===== config.mk =====
export PLATFORM = sky130hd
export DESIGN_NAME = gfx_mapper
export DESIGN_NICKNAME = d
export VERILOG_FILES = /design/src/verilog/tilemap_consts.svh /design/src/verilog/tilemap_pkg.sv /design/src/verilog/gfx_mapper.sv
export SDC_FILE = /design/constraint.sdc
export NUM_CORES = 1
export LEC_CHECK = 0
export BUFFER_PORTS_ARGS = -buffer_cell sky130_fd_sc_hd__buf_2
export CAP_MARGIN = 20
export CORE_AREA = 2 2 39 41
export CTS_BUF_LIST = sky130_fd_sc_hd__clkbuf_8
export CTS_CLUSTER_DIAMETER = 60
export DETAILED_ROUTE_END_ITERATION = 10
export DIE_AREA = 0 0 41 43
export GPL_TIMING_DRIVEN = 1
export PLACE_DENSITY = 0.95
export REMOVE_ABC_BUFFERS = 1
export SLEW_MARGIN = 0
export SYNTH_ARGS = -nofsm -noshare
export SYNTH_HDL_FRONTEND = slang
export SYNTH_SLANG_ARGS = --single-unit

===== constraint.sdc =====
create_clock -name clk -period 0.85 [get_ports clk]
set_input_delay 0.085 -clock clk [delete_from_list [all_inputs] [get_ports clk]]
set_output_delay 0.085 -clock clk [all_outputs]
set_load 0.02 [all_outputs]

===== src/verilog/tilemap_consts.svh =====
// line buffer, tile row, start position and rom word constants for the tilemap renderer
`ifndef TILEMAP_CONSTS_SVH
`define TILEMAP_CONSTS_SVH

// line buffer geometry
`define TM_BUF_DEPTH 512
`define TM_BUF_LAST 9'd447 // last visible buffer address, ends the line

// first tile ram address of the row, per tile size
`define TM_TILE_START_8  8'd0
`define TM_TILE_START_16 8'd128
`define TM_TILE_START_32 8'd224

// buffer start position per tile size
// drawing begins inside the blanking area so the visible part is complete
`define TM_BUF0_8  9'h038
`define TM_BUF0_16 9'h030
`define TM_BUF0_32 9'h020

// planar graphics rom word, 8 pixels of 4 bits
`define TM_ROM_DW 32

`endif


===== src/verilog/tilemap_pkg.sv =====
// pixel, tile attribute, bank selection and scroll configuration types
package tilemap_pkg;

    // one line buffer entry
    typedef struct packed {
        logic [1:0] group;  // priority group
        logic [4:0] pal;
        logic [3:0] colour;
    } pixel_t;

    // attribute word, the odd tile ram entry
    typedef struct packed {
        logic [6:0] unused;
        logic [1:0] group;
        logic       vflip;
        logic       hflip;
        logic [4:0] pal;
    } tile_attr_t;

    // mapper result for one tile code
    typedef struct packed {
        logic [3:0] offset;   // rom address bits 19..16
        logic [3:0] mask;
        logic       unmapped; // tile drawn as colour 15
    } bank_sel_t;

    // layer configuration
    typedef struct packed {
        logic [15:0] hpos;
        logic [15:0] vpos;
        logic [2:0]  size;    // one-hot: bit 0 8x8, bit 1 16x16, bit 2 32x32
        logic        flip;    // screen flip
    } scroll_cfg_t;

endpackage


===== src/verilog/gfx_mapper.sv =====
// gfx_mapper: registered tile code to graphics rom bank translation
`timescale 1ns/1ns

module gfx_mapper (
    input  logic                   clk,
    input  logic                   rst,
    input  logic [1:0]             layer,       // 1..3, zero when no size is selected
    input  logic [9:0]             cin,         // tile code bits 15..6
    input  logic [15:0]            bank_offset, // one nibble per bank
    input  logic [15:0]            bank_mask,
    output tilemap_pkg::bank_sel_t sel
);

    logic [1:0] bank;
    logic [3:0] offset_nib;
    logic [3:0] mask_nib;

    // bank index sits in the top two code bits
    assign bank = cin[9:8];

    always_comb begin
        offset_nib = bank_offset[{bank, 2'b00} +: 4];
        mask_nib   = bank_mask[{bank, 2'b00} +: 4];
    end

    // all layers share one table here
    // a game table would branch on layer and the lower code bits
    always_ff @(posedge clk or posedge rst) begin
        if (rst) begin
            sel <= '0;
        end else begin
            sel.offset   <= offset_nib;
            sel.mask     <= mask_nib;
            sel.unmapped <= (mask_nib == 4'h0) || (layer == 2'd0); // empty bank or no layer
        end
    end

endmodule


==> flow_summary_export.csv, run 1 <==
group,metric,value,unit
critical_path,critPathKind,"input port to register",
cts,htreeDepth,1,
critical_path,start_kind,"input port",
global_routing,grt_max_degree,10,
drt,drc,0,
die,die_h,43,microns
timing,period_needed,945,ps
drt,vias,446,
critical_path,worst_setup_path_end_kind,"register",
global_routing,grt_pass1_wl,1880,microns
final_layout,final_layout_size_suffix_gt1_share,83.8,%
die,initial_core_util,33.6,%
outcome,violations,"setup timing",
timing,drv_slew,0,
cts,clk_pin_slew,40,ps
die,num_rows,14,
die,dieArea,1760,sq um
timing,final_hold_viol_count,0,
yosys,ys_types,8,
critical_path,critPathMaxFanout,4,
final_layout,reg_top3,"sel x9",
placement,placed_cells,84,
die,fp.coreArea,1380,sq um
yosys,yosysSeqAreaShare,48.4,%
global_routing,grtUsageTotal,17.4,%
yosys,syn_area,465,sq um
timing,slew-limit-headroom,80.3,%
timing,tightest_slew,295,ps
placement,dp_hpwl,1180,microns
yosys,ys_ff_latch,9,
outcome,status,"complete, but fails checks",
placement,routabilityCongestion,0.875,
drt,avgViaCountPerCell,4.96,
timing,period_share,111,%
die,io_pins,55,
cts,numCtsBuffers,3,
drt,drt-initial-drc-count,14,
timing,finalSetupViolations,1,
critical_path,crit_path_end,"sel[0]",
timing,setup_ws,-94.9,ps
power,p_total,1270,uW
power,peakVddDrop,0.610,mV
final_layout,nets,121,
cts,cts_sinks,9,
power,leakage,0.000403,uW
global_routing,grt_pass1_vias,440,
final_layout,n_antenna_cell,0,
drt,drt-total-wl,1340,microns
final_layout,syn_to_final_growth,66.1,%
hold_path,hold_class,"input port to register",
placement,numPortBuffers,46,
cts,cts_tree,"yes",
cts,clockBufferDepth,2,
power,p_per_area,1640,nW/um^2
global_routing,grt_overflow,0,
final_layout,top_register,"sel",
critical_path,crit_start,"cin[8]",
final_layout,stdcell_count,90,
yosys,avgSynthCellArea,21.2,sq um
drt,ant_nets,0,
timing,hold_slack,134,ps
final_layout,largest_reg_flops,9,
critical_path,arrival,1060,ps
yosys,ys_warn_count,0,
drt,routedWlPerCell,14.9,microns
yosys,synthCells,22,
die,die_width,41,microns
timing,rsz0062_at_grt,"true",
timing,fmax,1060,MHz
flow_run,max_cap_viol_count,0,
drt,first_pass_iters,3,
critical_path,crit_required,970,ps
global_routing,antenna_found_initial,0,
final_layout,fillers,114,
cts,clockRootBuffer,"clkbuf_8",
==> timing repair <==
action                                  4_1_cts  5_1_grt
hold buffers                                  1        0
buffers inserted                              1        0
endpoints found under the setup margin        5        3
gates resized for setup                       8        1
hold endpoints to repair                      9        0
pin swaps                                     1        0
==> metrics by stage <==
step / setup TNS [ps] / instance area [sq um] / utilization [%] / setup slack, ps
4_1_cts: -99.1 / 769 / 55.6 / -99.1
2_1_floorplan: -143 / 450 / - / -143
3_3_place_gp: -1650 / 716 / 51.7 / -353
3_5_place_dp: -1860 / 716 / 51.7 / -414
5_1_grt: -136 / 773 / 55.9 / -136
6_report: -94.9 / 773 / 55.9 / -94.9
==> power breakdown <==
part	internal, uW	switching [uW]	total (uW)
Combinational	172	150	321
Sequential	473	8.82	481
Clock	313	150	463
Total	957	308	1270
==> area by class of cell <==
type                            count  area (sq um)  area share, %
Clock inverter                      1          3.75          0.485
Tap cell                           16          20.0           2.59
Sequential cell                     9           225           29.1
Multi-Input combinational cell     10           203           26.2
Timing Repair Buffer               50           277           35.8
Clock buffer                        3          41.3           5.34
Inverter                            1          3.75          0.485
==> cell usage after synthesis <==
master,count,area [sq um]
inv_1,1,3.75
mux4_2,3,67.6
or2_2,1,6.26
o41ai_2,1,16.3
mux4_1,5,131
dfrtp_1,9,225
clkbuf_1,1,3.75
buf_6,1,11.3
==> critical path: stages <==
cell     delay (ps)
buf_8            90
mux4_2          520
o41ai_2         370
==> worst min path at each step <==
stage | depth (start not counted) | start | slack, ps | end
final | 3 | layer[0] | 130 | sel[0]
after global routing | 3 | layer[1] | 150 | sel[0]
after CTS | 3 | layer[0] | 140 | sel[0]
after detailed placement | 2 | rst | 40 | sel[4]
after global placement | 2 | rst | 40 | sel[5]
after floorplan | 1 | rst | -90 | sel[0]
==> routing by layer <==
metal  wire length (microns)  part of all wire, %  GRT usage [%]
met2                     656                   49           29.7
met3                     187                   14           3.14
met1                     475                   35           18.5
met4                      24                  1.8           10.0
met5                       0                    0              0
==> cell families (layout without fill, tap and decap cells) <==
| group | after synthesis | after routing | synth area share [%] |
|---|---|---|---|
| muxes | 8 | 8 | 42.7 |
| DFF | 9 | 9 | 48.4 |
| buffers and inverters | 3 | 55 | 4.03 |
| and+or+nand+nor | 1 | 1 | 1.34 |
| AOI/OAI and AO/OA | 1 | 1 | 3.50 |
==> cell usage in the layout, fill, tap and decap left out <==
cell type | Yosys | final
mux4_2 | 3 | 8
buf_8 | 0 | 1
or2_2 | 1 | 1
buf_2 | 0 | 45
o41ai_2 | 1 | 1
inv_1 | 1 | 2
dlygate4sd3_1 | 0 | 1
dfrtp_1 | 9 | 9
buf_4 | 0 | 2
clkbuf_8 | 0 | 3
buf_6 | 1 | 1
No activity file was read; power rests on OpenSTA's default activity.
==> run 2: changes to the inputs <==
- BUFFER_PORTS_ARGS: -buffer_cell sky130_fd_sc_hd__buf_2 -> unset
- DONT_BUFFER_PORTS: unset -> 1
- PLACE_DENSITY: 0.95 -> 0.6
==> flow_summary_export.csv, run 2 (synthesized netlist as in run 1, its figures left out) <==
group,metric,value,unit
critical_path,max_stage_delay,520,ps
final_layout,stdcell_count,41,
final_layout,utilization,38.8,%
timing,hold_slack,22.3,ps
drt,vias,253,
power,leakage,0.000230,uW
drt,ant_nets,0,
critical_path,arrival,960,ps
timing,rsz0062_at_grt,"true",
critical_path,critPathKind,"input port to register",
global_routing,grt_max_degree,10,
critical_path,crit_family,"multiplexers",
timing,tightest_slew,311,ps
timing,drv_slew,0,
cts,cts_sinks,9,
global_routing,grt_pass1_vias,291,
cts,cts_tree,"yes",
power,peakVddDrop,0.433,mV
hold_path,hold_class,"input port to register",
die,die_h,43,microns
cts,clockRootBuffer,"clkbuf_8",
final_layout,top_register,"sel",
global_routing,grt_pass1_wl,1360,microns
cts,htreeDepth,1,
drt,drt-total-wl,1000,microns
flow_run,max_cap_viol_count,0,
critical_path,crit_slowest_cell,"mux4_2",
global_routing,antenna_found_initial,0,
cts,post_cts_buffers,0,
final_layout,largest_reg_flops,9,
cts,clockBufferDepth,2,
final_layout,nets,72,
global_routing,grt_overflow,0,
die,dieArea,1760,sq um
timing,finalSetupViolations,0,
critical_path,crit_required,970,ps
placement,routabilityCongestion,0.615,
placement,placed_cells,36,
final_layout,fillers,129,
timing,slew-limit-headroom,79.3,%
critical_path,worstPathCellList,"mux4_2, o41ai_4",
outcome,status,"completed",
drt,routedWlPerCell,24.4,microns
cts,clk_pin_slew,40,ps
drt,drt-initial-drc-count,6,
timing,setup_ws,13.2,ps
timing,period_needed,837,ps
die,die_width,41,microns
critical_path,start_kind,"input port",
final_layout,final_layout_size_suffix_gt1_share,32.0,%
power,p_per_area,2080,nW/um^2
critical_path,critPathMaxFanout,8,
critical_path,worst-path-buf-inv,0,
timing,final_hold_viol_count,0,
timing,period_share,98.4,%
critical_path,worst_setup_path_end_kind,"register",
placement,numPortBuffers,0,
drt,avgViaCountPerCell,6.17,
final_layout,n_antenna_cell,0,
drt,first_pass_iters,2,
cts,numCtsBuffers,3,
die,io_pins,55,
placement,place_ws,-209,ps
drt,drc,0,
final_layout,syn_to_final_growth,15.3,%
global_routing,grtUsageTotal,12.1,%
power,p_total,1120,uW
die,initial_core_util,33.6,%
final_layout,reg_top3,"sel x9",
final_layout,final_cell_mix,"dfrtp_1 (9), mux4_1 (5), mux4_2 (3), clkbuf_8 (3), inv_1 (2)",
die,fp.coreArea,1380,sq um
final_layout,final_common_cell,"dfrtp_1",
die,num_rows,14,
timing,fmax,1200,MHz
-- run 2: cell count changes in the layout (fill, tap and decap cells not counted), moves of 2 or more --
cell    before  now
mux4_2       8    3
buf_2       45    0
buf_4        2    0
mux4_1       0    5
-- run 2: per-layer routing --
layer | up-vias | wire, microns | track usage [%]
li1 | 100 | - | -
met1 | 127 | 273 | 12.3
met2 | 24 | 585 | 19.1
met3 | 2 | 125 | 4.71
met4 | 0 | 15 | 8.00
met5 | - | 0 | 0
-- run 2: metrics by stage --
stage	cell area [sq um]	setup TNS, ps
floorplan	450	-143
global placement	470	-192
CTS	526	0
detailed placement	470	-209
global route	537	-36.6
finish	537	0
-- run 2: final cells by class --
cell class                      instances  area (sq um)  area share, %
Tap cell                               16          20.0           3.73
Multi-Input combinational cell         10           233           43.4
Clock buffer                            3          41.3           7.69
Timing Repair Buffer                    1          10.0           1.86
Clock inverter                          1          3.75          0.699
Inverter                                1          3.75          0.699
Sequential cell                         9           225           42.0
-- run 2: repair_timing --
item,4_1_cts,5_1_grt
endpoints found under the hold margin,9,0
endpoints found under the setup margin,0,1
resized for setup,0,1
hold buffers,1,0
-- run 2: worst paths after layout --
check	slack, ps	startpoint	cells after the start	to
max in group asynchronous	370	rst	2	sel[7]
min	20	cin[9]	1	sel[8]
max	10	cin[8]	2	sel[0]
min in group asynchronous	250	rst	2	sel[4]
-- run 2: report_power, final --
group,internal [uW],leakage (uW),total (uW),switching [uW]
clock network,313,0.0000269,463,150
logic,70.6,0.0000969,109,38.6
registers,473,0.000106,546,72.2
