===== src/verilog/tilemap_consts.svh =====
// line buffer, tile row, start position and rom word constants for the tilemap renderer
`ifndef TILEMAP_CONSTS_SVH
`define TILEMAP_CONSTS_SVH

// line buffer geometry
`define TM_BUF_DEPTH 512
`define TM_BUF_LAST 9'd447 // last visible buffer address, ends the line

// first tile ram address of the row, per tile size
`define TM_TILE_START_8  8'd0
`define TM_TILE_START_16 8'd128
`define TM_TILE_START_32 8'd224

// buffer start position per tile size
// drawing begins inside the blanking area so the visible part is complete
`define TM_BUF0_8  9'h038
`define TM_BUF0_16 9'h030
`define TM_BUF0_32 9'h020

// planar graphics rom word, 8 pixels of 4 bits
`define TM_ROM_DW 32

`endif


===== src/verilog/tilemap_pkg.sv =====
// pixel, tile attribute, bank selection and scroll configuration types
package tilemap_pkg;

    // one line buffer entry
    typedef struct packed {
        logic [1:0] group;  // priority group
        logic [4:0] pal;
        logic [3:0] colour;
    } pixel_t;

    // attribute word, the odd tile ram entry
    typedef struct packed {
        logic [6:0] unused;
        logic [1:0] group;
        logic       vflip;
        logic       hflip;
        logic [4:0] pal;
    } tile_attr_t;

    // mapper result for one tile code
    typedef struct packed {
        logic [3:0] offset;   // rom address bits 19..16
        logic [3:0] mask;
        logic       unmapped; // tile drawn as colour 15
    } bank_sel_t;

    // layer configuration
    typedef struct packed {
        logic [15:0] hpos;
        logic [15:0] vpos;
        logic [2:0]  size;    // one-hot: bit 0 8x8, bit 1 16x16, bit 2 32x32
        logic        flip;    // screen flip
    } scroll_cfg_t;

endpackage


===== src/verilog/tile_line_render.sv =====
// tile_line_render: tile row walker, rom word fetch and planar pixel serializer
`timescale 1ns/1ns
`include "tilemap_consts.svh"

module tile_line_render (
    input  logic                     clk,
    input  logic                     rst,
    input  tilemap_pkg::scroll_cfg_t cfg,
    input  logic [8:0]               vrender,   // line being prepared
    input  logic                     start,
    input  logic                     stop,
    output logic                     done,
    output logic [7:0]               tile_addr,
    input  logic [15:0]              tile_data,
    output logic [9:0]               map_code,
    output logic [1:0]               map_layer,
    input  tilemap_pkg::bank_sel_t   sel,
    output logic [19:0]              rom_addr,
    output logic                     rom_half,
    input  logic [`TM_ROM_DW-1:0]    rom_data,
    input  logic                     rom_ok,
    output logic                     rom_cs,
    output logic [8:0]               buf_addr,
    output tilemap_pkg::pixel_t      buf_data,
    output logic                     buf_wr
);

    typedef enum logic [2:0] {
        S_IDLE,
        S_ADDR,   // code address at the ram
        S_CODE,   // code word returns
        S_ATTR,   // attribute word returns
        S_MAP,    // mapper result valid
        S_ISSUE,
        S_WAIT,   // wait for rom_ok
        S_DRAW
    } state_t;

    state_t                  state;
    logic [4:0]              vn;          // only the row bits are needed
    logic [15:0]             code;
    tilemap_pkg::tile_attr_t attr;
    tilemap_pkg::bank_sel_t  bank;
    logic [`TM_ROM_DW-1:0]   pxl;
    logic [2:0]              pix_cnt;
    logic [1:0]              word_idx;
    logic [1:0]              last_word;
    logic [8:0]              vr_eff;
    logic [8:0]              buf0;
    logic [8:0]              fine;
    logic [7:0]              tile0;
    logic [19:0]             rom_pre;
    logic [19:0]             rom_masked;
    logic [19:0]             rom_next;
    logic                    line_end;

    function automatic logic [3:0] plane_colour(input logic [`TM_ROM_DW-1:0] w,
                                                input logic hf);
        if (hf)
            return {w[24], w[16], w[8], w[0]};
        return {w[31], w[23], w[15], w[7]};
    endfunction

    // screen flip mirrors the line inside its 256-line page
    assign vr_eff = vrender ^ {1'b0, {8{cfg.flip}}};

    // size dependent geometry and rom address format
    always_comb begin
        map_layer = 2'd3;
        buf0      = `TM_BUF0_32;
        tile0     = `TM_TILE_START_32;
        fine      = {4'd0, cfg.hpos[4:0]};
        last_word = 2'd3;
        rom_pre   = {code[13:0], vn[4:0] ^ {5{attr.vflip}}, attr.hflip};
        if (cfg.size[0]) begin
            map_layer = 2'd1;
            buf0      = `TM_BUF0_8;
            tile0     = `TM_TILE_START_8;
            fine      = {6'd0, cfg.hpos[2:0]};
            last_word = 2'd0;
            rom_pre   = {1'b0, code, vn[2:0] ^ {3{attr.vflip}}};
        end else if (cfg.size[1]) begin
            map_layer = 2'd2;
            buf0      = `TM_BUF0_16;
            tile0     = `TM_TILE_START_16;
            fine      = {5'd0, cfg.hpos[3:0]};
            last_word = 2'd1;
            rom_pre   = {code, vn[3:0] ^ {4{attr.vflip}}};
        end else if (!cfg.size[2]) begin
            map_layer = 2'd0; // no size selected, mapper flags it
        end
        rom_masked = {bank.mask, 16'hffff} & rom_pre;
        rom_next   = {bank.offset, 16'h0000} | rom_masked;
    end

    assign line_end = buf_wr && (buf_addr == `TM_BUF_LAST);

    always_ff @(posedge clk or posedge rst) begin
        if (rst) begin
            state     <= S_IDLE;
            done      <= 1'b0;
            tile_addr <= '0;
            rom_addr  <= '0;
            rom_half  <= 1'b0;
            rom_cs    <= 1'b0;
            buf_addr  <= '0;
            buf_wr    <= 1'b0;
            pix_cnt   <= '0;
            word_idx  <= '0;
        end else begin
            done   <= 1'b0;
            buf_wr <= 1'b0;
            case (state)
                S_IDLE: begin
                    if (start) begin
                        tile_addr <= tile0;
                        buf_addr  <= buf0 - fine - 9'd1; // pre-decremented, first write at buf0-fine
                        state     <= S_ADDR;
                    end
                end
                S_ADDR: begin
                    tile_addr[0] <= 1'b1; // attribute follows the code
                    state        <= S_CODE;
                end
                S_CODE: state <= S_ATTR;
                S_ATTR: state <= S_MAP;
                S_MAP:  state <= S_ISSUE;
                S_ISSUE: begin
                    rom_addr  <= rom_next;
                    rom_half  <= attr.hflip;
                    rom_cs    <= 1'b1;
                    tile_addr <= tile_addr + 8'd1; // next code address
                    word_idx  <= 2'd0;
                    state     <= S_WAIT;
                end
                S_WAIT: begin
                    if (rom_ok) begin
                        pix_cnt <= 3'd0;
                        state   <= S_DRAW;
                        if (word_idx == last_word) begin
                            rom_cs <= 1'b0;
                        end else begin
                            // request the next word while this one is drawn
                            rom_half <= ~rom_half;
                            if (word_idx == 2'd1)
                                rom_addr[0] <= ~rom_addr[0]; // 32x32 second column pair
                        end
                    end
                end
                S_DRAW: begin
                    buf_wr   <= 1'b1;
                    buf_addr <= buf_addr + 9'd1;
                    pix_cnt  <= pix_cnt + 3'd1;
                    if (pix_cnt == 3'd7) begin
                        if (word_idx == last_word) begin
                            state <= S_ADDR; // next tile
                        end else begin
                            word_idx <= word_idx + 2'd1;
                            state    <= S_WAIT;
                        end
                    end
                end
                default: state <= S_IDLE;
            endcase
            // line finished or aborted
            if (state != S_IDLE && (stop || line_end)) begin
                state  <= S_IDLE;
                done   <= 1'b1;
                buf_wr <= 1'b0;
                rom_cs <= 1'b0;
            end
        end
    end

    // tile payload and pixel shifter
    always_ff @(posedge clk) begin
        case (state)
            S_IDLE: vn <= cfg.vpos[4:0] + vr_eff[4:0];
            S_CODE: begin
                code     <= tile_data;
                map_code <= tile_data[15:6];
            end
            S_ATTR: attr <= tile_data;
            S_MAP:  bank <= sel;
            S_WAIT: begin
                if (rom_ok)
                    pxl <= rom_data;
            end
            S_DRAW: begin
                buf_data <= '{group:  attr.group,
                              pal:    attr.pal,
                              colour: bank.unmapped ? 4'hf : plane_colour(pxl, attr.hflip)};
                pxl      <= attr.hflip ? pxl >> 1 : pxl << 1;
            end
            default: ;
        endcase
    end

endmodule


===== config.mk =====
export PLATFORM = sky130hd
export DESIGN_NAME = tile_line_render
export DESIGN_NICKNAME = d
export VERILOG_FILES = /design/src/verilog/tilemap_pkg.sv /design/src/verilog/tile_line_render.sv
export VERILOG_INCLUDE_DIRS = /design/src /design/src/verilog
export SDC_FILE = /design/constraint.sdc
export NUM_CORES = 1
export LEC_CHECK = 0
export BUFFER_PORTS_ARGS = -buffer_cell sky130_fd_sc_hd__clkbuf_2
export CAP_MARGIN = 25
export CORE_MARGIN = 4
export CORE_UTILIZATION = 37
export CTS_CLUSTER_DIAMETER = 60
export CTS_CLUSTER_SIZE = 10
export DETAILED_ROUTE_END_ITERATION = 16
export PLACE_DENSITY = 0.63
export REMOVE_ABC_BUFFERS = 1
export SLEW_MARGIN = 20
export SYNTH_ARGS = -nofsm -noshare
export SYNTH_HDL_FRONTEND = slang
export SYNTH_SLANG_ARGS = --single-unit

===== constraint.sdc =====
create_clock -name clk -period 2.55 [get_ports clk]
set_clock_uncertainty 0.1 [all_clocks]
set_input_delay 0.1275 -clock clk [delete_from_list [all_inputs] [get_ports clk]]
set_output_delay 0.1275 -clock clk [all_outputs]
set_load 0.05 [all_outputs]

==> reports/results.ini <==
[synthesis]
synth-seq-cells=131
async_flop_share=0.374
synth_cells=565
netlist_area_mm2=0.00636
synth.avg_cell_area_um2=11.3
synth-seq-area-share=0.580
yosys_most_used_dff=edfxtp_1
synth_cell_type_count=58
synth_edf_count=82
synth_warnings=0

[sta]
setup_viol=0
tightest_slew_ns=0.725
layout_min_cycle_time_ns=2.16
tns_ns=0
holdWs_ns=0.0804
max-slew-margin-rel=0.517
final-hold-violation-count=0
rsz0062_at_grt=no
setup_slack_ns=0.393
report.final.slew_viol_count=0
min_period_over_period=0.846
fmax_ghz=0.464

[layout]
final_common_cell=clkbuf_2
fin_util=0.509
stdcell_count=999
fin_nets=883
final_cell_mix=clkbuf_2 (144), edfxtp_1 (82), nand2_1 (78)
diodes=0
area_growth_pct=33.4
fill_cells=1485
drive_above_1_share=0.268
design_area_mm2=0.00849

[job]
max-cap-violations=0

[min_path]
hp-start=cfg[7]
hp-class=in2reg

[drt]
routedWlPerCell_um=15.7
dr_wl_met3_um=1020
wl_met1_um=6700
wirelength_um=15600
viasPerCell=4.87
top_layer_used=met4
wl_met2_um=7800
first_iter_violations=266
firstDrtPassIters=4
ant_nets=0
drc_errors=0
num_vias=4866

[placement]
preCtsSetupSlack_ns=0.403
placement.cell_area_mm2=0.00727
hpwl_um=10900
io_buffer_count=144
gp_congestion=0.775
dp_cells=900

[clocking]
clock_latency_ns=0.42
cts_root_buffer=clkbuf_16
htreeDepth=4
numCtsBuffers=17
clock_sinks=131
cts.path.max_buffers=2
cts.reportedPaths.clkPinSlew_ns=0.06
cts_tree=yes

[grt]
grt_pass1_vias=5113
grt_pass1_wl_um=25700
grt_max_degree=71
antenna_found_initial=0
grt_usage=0.164
grt_overflow_total=0

[power]
peakVddDrop_uv=519
total_power_mw=7.87
p_per_area_mw_per_mm2=926
p_leak_nw=3.75

[die]
die_w_um=139
core_area_mm2=0.0167
fp.dieH_um=139
start_util=0.381
io_pins=171
row_count=47
die-area_mm2=0.0194

[critical_path]
arrival_ns=2.34
cp.required_ns=2.74
reg2reg_from=state[2]$_DFFE_PP0P_
critPathMaxFanout=21
worst-setup-path-type=reg2reg
cp-end-kind=flip-flop
crit_start=state[2]$_DFFE_PP0P_
startpoint_type=flip-flop

[outcome]
status=finished, final reports clean

==> cells in the mapped netlist (all sizes together) (2+ instances only) <==
master | n | area share
edfxtp | 82 | 0.39
nand2 | 78 | 0.046
o21ai | 74 | 0.058
dfrtp | 49 | 0.19
mux2i | 48 | 0.075
buf | 31 | 0.032
nor2 | 29 | 0.017
a21oi | 28 | 0.022
inv | 19 | 0.011
clkbuf | 15 | 0.0088
nand3 | 13 | 0.011
xor2 | 10 | 0.014
ha | 9 | 0.018
nor3 | 9 | 0.0079
xnor2 | 9 | 0.012
o211ai | 5 | 0.0059
nand3b | 4 | 0.0047
nor2b | 4 | 0.0039
o31ai | 4 | 0.0047
a211o | 3 | 0.0041
a21o | 3 | 0.0035
a22o | 3 | 0.0041
nor3b | 3 | 0.0043
a211oi | 2 | 0.0024
a31oi | 2 | 0.0020
and3b | 2 | 0.0028
and4bb | 2 | 0.0039
mux2 | 2 | 0.0035
nor4 | 2 | 0.0020
o41ai | 2 | 0.0039
==> final cells by class <==
type / count / area [um2] / area share
Multi-Input combinational cell: 369 / 2360 / 0.278
Tap cell: 220 / 275 / 0.0324
Clock buffer: 17 / 425 / 0.0501
Inverter: 19 / 71.3 / 0.00840
Timing Repair Buffer: 228 / 1540 / 0.182
Sequential cell: 131 / 3690 / 0.434
Clock inverter: 15 / 131 / 0.0155
==> state kept, by name (all words and copies together), names as in the netlist, 2 cells and up <==
register and flops:
bank 9, state 3, buf_data 11, attr 9, pxl 32, tile_addr 8, word_idx 2, code 6
buf_addr 9, rom_addr 20, vn 5, pix_cnt 3, map_code 10
==> final timing paths <==
path	to	slack [ns]	cells after the start
worst max-delay path	buf_addr[8]$_DFFE_PP0P_	0.39	5
worst min-delay path	vn[3]$_DFFE_PN_	0.08	3
worst max register to register	buf_addr[8]$_DFFE_PP0P_	0.39	5
worst min register to register	buf_data[6]$_DFFE_PN_	0.33	0
max in group asynchronous	rom_addr[1]$_DFFE_PP0P_	1.84	4
min in group asynchronous	rom_addr[17]$_DFFE_PP0P_	0.20	4
==> critical path, stage by stage (launching register included) <==
cell and delay, ns:
dfrtp_1 0.80, nand3_2 0.27, inv_1 0.36, nand2_1 0.13
o311ai_1 0.25, o41ai_1 0.11
==> cell families (layout without fill, tap and decap cells) <==
| kind of cell | after synthesis | after routing | synth area share |
|---|---|---|---|
| simple gates | 154 | 154 | 0.116 |
| xor+xnor | 19 | 19 | 0.0261 |
| compound gates | 136 | 136 | 0.126 |
| fa+ha+maj | 10 | 10 | 0.0208 |
| flops | 131 | 131 | 0.580 |
| buf+inv | 65 | 279 | 0.0517 |
| mux | 50 | 50 | 0.0790 |
==> where the power goes <==
group          switching, mW  total (mW)  internal (mW)
Sequential             0.407        3.12           2.72
Combinational           1.72        2.45          0.728
Clock                  0.953        2.30           1.35
Total                   3.08        7.87           4.79
==> timing repair <==
action,4_1_cts,5_1_grt
resized for setup,0,0
hold buffers,67,0
setup buffers,0,0
endpoints found under the hold margin,126,0
==> metal layers <==
| metal | vias up | track usage |
|---|---|---|
| met4 | 0 | 0.0505 |
| met1 | 2294 | 0.200 |
| met2 | 131 | 0.275 |
| met3 | 13 | 0.0576 |
| met5 | - | 0 |
| li1 | 2428 | - |
(Power assumes the default switching activity.)
